$ cat src/gemm_pkg.sv
package gemm_pkg;

  typedef logic [31:0] addr_t;
  typedef logic [31:0] word_t;
  typedef logic [3:0] mask_t;
  typedef logic [7:0] byte_t;
  typedef logic [127:0] line_t;  // byte n sits at bits 8n+7 down to 8n

  typedef logic signed [7:0] elem_t;
  typedef logic signed [31:0] acc_t;

  // top address nibble of the accelerator register window
  localparam logic [3:0] GEMM_REGION = 4'h9;

  localparam logic [7:0] CSR_CTRL = 8'h00;
  localparam logic [7:0] CSR_STATUS = 8'h04;  // bit 0 busy, bit 1 done
  localparam logic [7:0] CSR_A_ADDR = 8'h08;
  localparam logic [7:0] CSR_B_ADDR = 8'h0C;
  localparam logic [7:0] CSR_C_ADDR = 8'h10;

  typedef enum logic [2:0] {
    IDLE,
    FETCH_A,
    FETCH_B,
    WAIT_B,  // B line comes back from the banks here
    WRITE_ROW,
    FINISH
  } engine_state_t;

endpackage

$ cat src/gemm_row_mac.sv
`timescale 1ns/100ps
module gemm_row_mac
  import gemm_pkg::*;
(
  input  logic [31:0] a_row,
  input  line_t       b_mat,
  output line_t       c_row
);

  // B is row-major, so element (k, j) is byte 4k + j of the line
  always_comb begin
    acc_t sum;
    elem_t ea;
    elem_t eb;
    for (int j = 0; j < 4; j++) begin
      sum = '0;
      for (int k = 0; k < 4; k++) begin
        ea = elem_t'(a_row[8*k +: 8]);
        eb = elem_t'(b_mat[8*(4*k + j) +: 8]);
        sum = sum + acc_t'(ea) * acc_t'(eb);  // wraps in 32 bits
      end
      c_row[32*j +: 32] = sum;
    end
  end

endmodule

$ cat src/gemm_engine.sv
`timescale 1ns/100ps
module gemm_engine
  import gemm_pkg::*;
(
  input  logic  clk,
  input  logic  reset,
  input  logic  start,
  input  addr_t a_addr,
  input  addr_t b_addr,
  input  addr_t c_addr,
  output logic  busy,
  output logic  finish,
  output logic  line_en,
  output logic  line_rdwr,
  output addr_t line_addr,
  output line_t line_wr_data,
  input  line_t line_rd_data
);

  engine_state_t state;
  engine_state_t state_next;
  logic [1:0] row;
  line_t a_line;
  line_t b_line;
  logic [31:0] a_row;

  always_comb begin
    state_next = state;
    case (state)
      IDLE: if (start) state_next = FETCH_A;
      FETCH_A: state_next = FETCH_B;
      FETCH_B: state_next = WAIT_B;
      WAIT_B: state_next = WRITE_ROW;
      WRITE_ROW: if (row == 2'd3) state_next = FINISH;
      FINISH: state_next = IDLE;
      default: state_next = IDLE;
    endcase
  end

  always_ff @(posedge clk) begin
    if (reset) begin
      state <= IDLE;
      row <= 2'd0;
    end else begin
      state <= state_next;
      if (state == IDLE) row <= 2'd0;
      else if (state == WRITE_ROW) row <= row + 2'd1;
    end
  end

  // each line arrives one cycle after its fetch was issued
  always_ff @(posedge clk) begin
    if (state == FETCH_B) a_line <= line_rd_data;
    if (state == WAIT_B) b_line <= line_rd_data;
  end

  always_comb begin
    line_en = 1'b0;
    line_rdwr = 1'b0;
    line_addr = '0;
    case (state)
      FETCH_A: begin
        line_en = 1'b1;
        line_addr = {a_addr[31:4], 4'h0};
      end
      FETCH_B: begin
        line_en = 1'b1;
        line_addr = {b_addr[31:4], 4'h0};
      end
      WRITE_ROW: begin
        line_en = 1'b1;
        line_rdwr = 1'b1;
        line_addr = {c_addr[31:4], 4'h0} + addr_t'({row, 4'h0});  // one line per row of C
      end
      default: ;
    endcase
  end

  assign a_row = a_line[32*row +: 32];
  assign busy = state != IDLE;
  assign finish = state == FINISH;

  gemm_row_mac u_mac (
    .a_row(a_row),
    .b_mat(b_line),
    .c_row(line_wr_data)
  );

endmodule

$ cat src/gemm_accel.sv
`timescale 1ns/100ps
module gemm_accel
  import gemm_pkg::*;
(
  input  logic  clk,
  input  logic  reset,
  input  logic  csr_en,
  input  logic  bus_rdwr,
  input  addr_t bus_addr,
  input  word_t bus_wr_data,
  output word_t csr_rd_data,
  output logic  line_en,
  output logic  line_rdwr,
  output addr_t line_addr,
  output line_t line_wr_data,
  input  line_t line_rd_data,
  output logic  irq
);

  addr_t a_base;
  addr_t b_base;
  addr_t c_base;
  logic busy;
  logic done;
  logic finish;
  logic csr_wr;
  logic start;

  assign csr_wr = csr_en && bus_rdwr;
  assign start = csr_wr && (bus_addr[7:0] == CSR_CTRL) && bus_wr_data[0] && !busy;

  always_ff @(posedge clk) begin
    if (reset) begin
      a_base <= '0;
      b_base <= '0;
      c_base <= '0;
      done <= 1'b0;
      irq <= 1'b0;
    end else begin
      if (csr_wr) begin
        case (bus_addr[7:0])
          CSR_A_ADDR: a_base <= bus_wr_data;
          CSR_B_ADDR: b_base <= bus_wr_data;
          CSR_C_ADDR: c_base <= bus_wr_data;
          default: ;
        endcase
      end
      if (start) done <= 1'b0;
      else if (finish) done <= 1'b1;  // sticky until the next start
      irq <= finish;
    end
  end

  always_comb begin
    case (bus_addr[7:0])
      CSR_STATUS: csr_rd_data = {30'd0, done, busy};
      CSR_A_ADDR: csr_rd_data = a_base;
      CSR_B_ADDR: csr_rd_data = b_base;
      CSR_C_ADDR: csr_rd_data = c_base;
      default: csr_rd_data = '0;  // CTRL reads back as zero
    endcase
  end

  gemm_engine u_engine (
    .clk         (clk),
    .reset       (reset),
    .start       (start),
    .a_addr      (a_base),
    .b_addr      (b_base),
    .c_addr      (c_base),
    .busy        (busy),
    .finish      (finish),
    .line_en     (line_en),
    .line_rdwr   (line_rdwr),
    .line_addr   (line_addr),
    .line_wr_data(line_wr_data),
    .line_rd_data(line_rd_data)
  );

endmodule

$ cat config.mk
export PLATFORM = sky130hd
export DESIGN_NAME = gemm_accel
export DESIGN_NICKNAME = d
export VERILOG_FILES = /design/src/gemm_pkg.sv /design/src/gemm_row_mac.sv /design/src/gemm_engine.sv /design/src/gemm_accel.sv
export SDC_FILE = /design/constraint.sdc
export NUM_CORES = 2
export LEC_CHECK = 0
export BUFFER_PORTS_ARGS = -buffer_cell sky130_fd_sc_hd__buf_4
export CAP_MARGIN = 10
export CORE_MARGIN = 2
export CORE_UTILIZATION = 50
export DETAILED_ROUTE_END_ITERATION = 6
export PLACE_DENSITY = 0.65
export SYNTH_ARGS = -nofsm -noshare
export SYNTH_HDL_FRONTEND = slang
export SYNTH_SLANG_ARGS = --single-unit
$ cat constraint.sdc
create_clock -name clk -period 30.8 [get_ports clk]
set_input_delay 6.16 -clock clk [delete_from_list [all_inputs] [get_ports clk]]
set_output_delay 6.16 -clock clk [all_outputs]
set_load 0.1 [all_outputs]
Word-level counts from Yosys, hierarchy flattened
Cells that the tools add are included.
{ "totals": {"regBits": 359, "input_bits": 196, "output_inout_bits": 195, "word_cells": 74} }
{ "op_classes": {"n_addsub": 14, "n_mul": 16, "n_eq_ne": 12, "shifts": 1, "muxes": 7, "reduce_logical": 15} }
{ "ops": {"columns": ["operator", "n"], "rows": [
  ["8-bit by 8-bit multiplier with 16-bit output", 16],
  ["32-bit case mux with 4 select lines", 1],
  ["128-bit by 8-bit indexed part select with 32-bit output", 1],
  ["32-bit case mux with 3 select lines", 1],
  ["18-bit by 16-bit adder with 19-bit output", 4],
  ["17-bit by 16-bit adder with 18-bit output", 4],
  ["16-bit by 16-bit adder with 17-bit output", 4],
  ["32-bit by 6-bit adder with 32-bit output", 1],
  ["8-bit by 4-bit == test with 1-bit output (second input constant)", 2],
  ["3-bit case mux with 5 select lines", 1],
  ["8-bit by 3-bit == test with 1-bit output (second input constant)", 1],
  ["8-bit by 5-bit == test with 1-bit output (second input constant)", 1],
  ["8-bit zero test", 1],
  ["2-bit AND reduction", 4],
  ["3-bit by 2-bit == test with 1-bit output (second input constant)", 2],
  ["3-bit == test (second input constant)", 2],
  ["3-bit two-way mux", 2],
  ["1-bit logical AND", 4],
  ["2-bit OR reduction", 2],
  ["3-bit by 1-bit == test with 1-bit output (second input constant)", 1],
  ["3-bit zero test", 1],
  ["3-bit nonzero test", 1],
  ["3-bit OR reduction", 1],
  ["2-bit by 1-bit adder with 2-bit output (second input constant)", 1],
  ["5 further kinds", 6]
]} }

Longest topological paths before layout
{ "depth": {"depth_word": 6, "ltp_mapped": 29} }

Modules after synthesis
Synthesis repeated with hierarchy kept, for this count alone.
{ "unflattened": {"cells_unflattened": 5645, "hier_area_um2": 59201.8} }
{ "by_module_without_submodules": {"columns": ["mod", "instances", "cells_per_inst", "area_each_um2"], "rows": [
  ["gemm_row_mac", 1, 4681, 44789.2],
  ["gemm_engine", 1, 484, 9730.6],
  ["gemm_accel", 1, 480, 4682.0]
]} }

Worst setup path before layout
No wires, ideal clock.
{ "synth_path": {"path_kind": "reg-to-output", "startpoint": "register u_engine.row[0]", "endpoint": "output port line_wr_data[51]", "arrival_time_ns": 9.823, "t_required_ns": 24.640, "setup_slack_ns": 14.817, "stages_incl_launch_ff": 28, "n_path_buf": 4, "cell_sequence": "dfxtp_1 buf_2 buf_2 mux4_2 clkbuf_1 and2_1 fa_1 inv_1 fa_1 inv_1 fa_1 inv_1 fa_1 fa_1 inv_1 fa_1 inv_1 fa_1 fa_1 inv_1 ha_1 o211ai_1 o21ai_0 o41ai_1 o31ai_1 a31oi_1 xnor2_1 buf_4"} }
{ "synth_between": {"elab_chain_len": 5, "elab_cells_between_ends": 8} }
{ "synth_rtl": {"columns": ["element", "line", "text"], "rows": [
  ["from (decl)", "gemm_engine.sv:22", "logic [1:0] row;"],
  ["from (signal assigned)", "gemm_engine.sv:47", "else if (state == WRITE_ROW) row <= row + 2'd1;"],
  ["128-bit by 8-bit indexed part select with 32-bit output (*)", "gemm_engine.sv:79", "assign a_row = a_line[32*row +: 32];"],
  ["8-bit by 8-bit multiplier with 16-bit output", "gemm_row_mac.sv:20", "sum = sum + acc_t'(ea) * acc_t'(eb);"],
  ["16-bit by 16-bit adder with 17-bit output", "gemm_row_mac.sv:20", null],
  ["17-bit by 16-bit adder with 18-bit output", "gemm_row_mac.sv:20", null],
  ["18-bit by 16-bit adder with 19-bit output (*)", "gemm_row_mac.sv:20", null],
  ["to (decl)", "gemm_accel.sv:15", "output line_t line_wr_data,"]
]} }
Every way passes the cells marked *; elsewhere a longest branch is shown, timed or not.

Final worst setup path
{ "layout_path": {"startpoint": "register u_engine.row[0]", "endpoint": "output port line_wr_data[58]"} }
The elaborated chain is that of the path after synthesis.

==> results.md <==
- Status: complete, no violations
- Synthesized flop and latch total: 359
- Residual DRC: 0
- CTS tree: yes
- Sequential fraction of the synthesis area: 0.1653
- Post-Place Cells: between 7,000 and 8,000
- Nets: a little under 8,000
- HPWL after DPL: 119.9 mm
- RSZ-0062 raised after global routing: no
- Final Hold Vio Count: 0
- Multi-input combinational cell area: 42,360 sq um
- # rows: 126
- Main synth FF type: edfxtp_1
- Synth area leaders: fa_1 44%, edfxtp_1 13%, inv_1 9.8%, ha_1 8.5%, and2_1 5.5%
- Final worst slack: 14.08 ns
- Via Count: 38,960
- Family with the most delay on the worst path: adder cells
- Drt first pass iters: 5
- Arrival time at the worst endpoint: 10.56 ns
- Core Footprint: between 100,000 and 150,000 sq um
- Reg2Reg Setup Slack: between 20 and 30 ns
- Post-synth ARST share: 0
- CTS Sinks: 359
- Initial antenna violation count: 17
- Synth cell count leaders: 1,543 x inv_1, 1,305 x fa_1, 638 x nand2_1
- Largest net degree at the start of global routing: 90
- Max Clock Skew: between 0.03 and 0.04 ns
- GRT overflow: 0
- Die W: between 300 and 400 um
- Leak: 31.00 nW
- Setup TNS: 0 ns
- Max_cap viols: 0
- Root buf cell: clkbuf_16
- Die Ht: 347.4 um
- Area growth, synth to finish: 9.189%
- Fin crit share: 0.5429
- Die area: 120,700 sq um
- GRT Util Overall: 0.2607
- Buffers on Ports: 362
- Resize count post-CTS: 0
- Hold-fix buffers, CTS: 0
- Layout cells sized above 1: 0.08768
- Worst hold path class: reg2reg
- Startpoint types: flop
- Post-synthesis cell type count: 62
- CP Capture Type: output pin
- Syn Area/Cell: roughly 10 sq um
- Maximum fanout along the worst path: 32
- First DRT Iteration DRCs: ~2,400
- Tmin final: around 17 ns
- EDFF count, synth: 256
- Clock Latency Late Sink: 0.65 ns
- Vias in the first global route: 42,480
- RePlAce Congestion: 0.8704
- Worst hold slack: 0.4538 ns
- Endpoints failing setup: 0
- Non-Filler Instances: 7,563
- Cell mode on critical path: fa_1
- Total power: 1.478 mW
- Post-route cell area: ~64,000 sq um
- Share of the synthesized area in the top cell type: 0.4430
- Placement Setup Slack: 14.64 ns
- Peak supply drop: roughly 54 uV
- Slew Limit Fails: 0
- CP required: ~25 ns
- Antenna Nets Post-Route: 0
- Initial core utilization: 0.5021
- Cell Area, Synth: 58,980 sq um
- Routed len/inst: 19.89 um
- Clock Tree Buf Depth: 3
- Synthesis warning total: 0
- TritonCTS Buffers: 47
- Placed cell areas: 62,860 sq um
- Core Util, Final: 0.5483
- Post-Syn Instances: 5,756
- Via density: 5.151
- Filler instances: 10,270
- Worst-margin pin slew: 1.103 ns
- Critical-path top delay cell: mux4_2
- Reg area: about 9800 sq um
- Post-CTS Setup Inserts: 0
- Clk slew on worst S/H paths: 0.06 ns
- Pwr dens: 22.95 nW/um^2
- Crit path cell chain: buf_4 > mux4_2 > and2_1 > fa_1 > fa_1 > inv_1 > fa_1 > inv_1 > fa_1 > fa_1 > fa_1 > inv_1 > fa_1 > fa_1 > inv_1 > ha_1 > o211ai_1 > o21ai_0 > o41ai_1 > o31ai_1 > a31oi_1 > xnor2_1 > buf_4
- Worst slew margin: 0.2648
- Count leader, synth: inv_1
- Critical path class: reg2out
- Max Freq: 59.81 MHz
- Cell taking the most area after synthesis: fa_1
- First-pass GRT wire length: 240.9 mm
- Worst stage delay on the critical path: 1.02 ns
- I/O pin cnt: 391
- WL final: approximately 150 mm
- CTS H-tree depth: 2
- WP buf/inv: 6
==> metal layers <==
metal  vias to the layer above  track usage  part of all wire
met5                         -            0            0.0012
met4                        26      0.05954             0.022
met3                       196      0.06407             0.087
met2                      1287       0.4360              0.49
met1                     20070       0.3438              0.40
li1                      17380            -                 -
==> final timing paths <==
check	startpoint	endpoint	cells after the start
max reg2reg	u_engine.state[1]	u_engine.a_line[85]	4
max	u_engine.row[0]	line_wr_data[58]	23
min reg2reg	c_base[2]	c_base[2]	2
min	c_base[2]	c_base[2]	2
==> cells by family after synthesis <==
family          share of synthesized area
mux                               0.01784
fa+ha+maj                          0.5276
simple gates                       0.1182
compound gates                    0.03479
other cells                    0.00006359
buf+inv                            0.1175
flops                              0.1653
xor+xnor                          0.01871
==> registers in the layout, summed over array words and instances (netlist names) <==
| register | cells |
|---|---|
| u_engine.b_line | 128 |
| b_base | 32 |
| u_engine.a_line | 128 |
| c_base | 32 |
| u_engine.row | 2 |
| done | 1 |
| irq | 1 |
| a_base | 32 |
| u_engine.state | 3 |
==> cell type report <==
| class | instances | share of cell area |
|---|---|---|
| multi-input cells | 3629 | 0.6578 |
| flip-flops and latches | 359 | 0.1515 |
| inverters | 1543 | 0.08994 |
| repair buffers | 404 | 0.04710 |
| well taps | 1536 | 0.02984 |
| clock buffers | 59 | 0.01943 |
| clock inverters | 28 | 0.004197 |
| diodes | 5 | 0.0001943 |
==> report_power, final <==
group	switching (mW)	internal, mW
combinational	0.321	0.0914
clock	0.246	0.303
sequential	0.000108	0.516
total	0.567	0.911
==> tightest hold or removal path, stage by stage (launching register included) <==
cell     delay (ns)
dfxtp_1        0.31
nand2_1        0.05
a21oi_1        0.05
==> placed cells by master (no fill, tap or decap), types with 6 or more instances in the layout <==
master     count
inv_1       1543
fa_1        1305
nand2_1      638
and2_1       518
buf_4        404
ha_1         399
edfxtp_1     256
a21oi_1      144
dfxtp_1      101
xnor2_1       80
nand2b_1      62
o21ai_0       61
nor2b_1       53
nor2_1        51
clkbuf_16     47
xor2_1        46
mux4_2        32
mux2i_1       32
o22ai_1       31
a22oi_1       29
a21o_1        24
nand3_1       14
nor3_1        11
clkbuf_1       9
a211oi_1       8
nand4_1        7
clkinv_2       7
o21a_1         6
a31oi_1        6
Power figures use the tool's default switching activity.
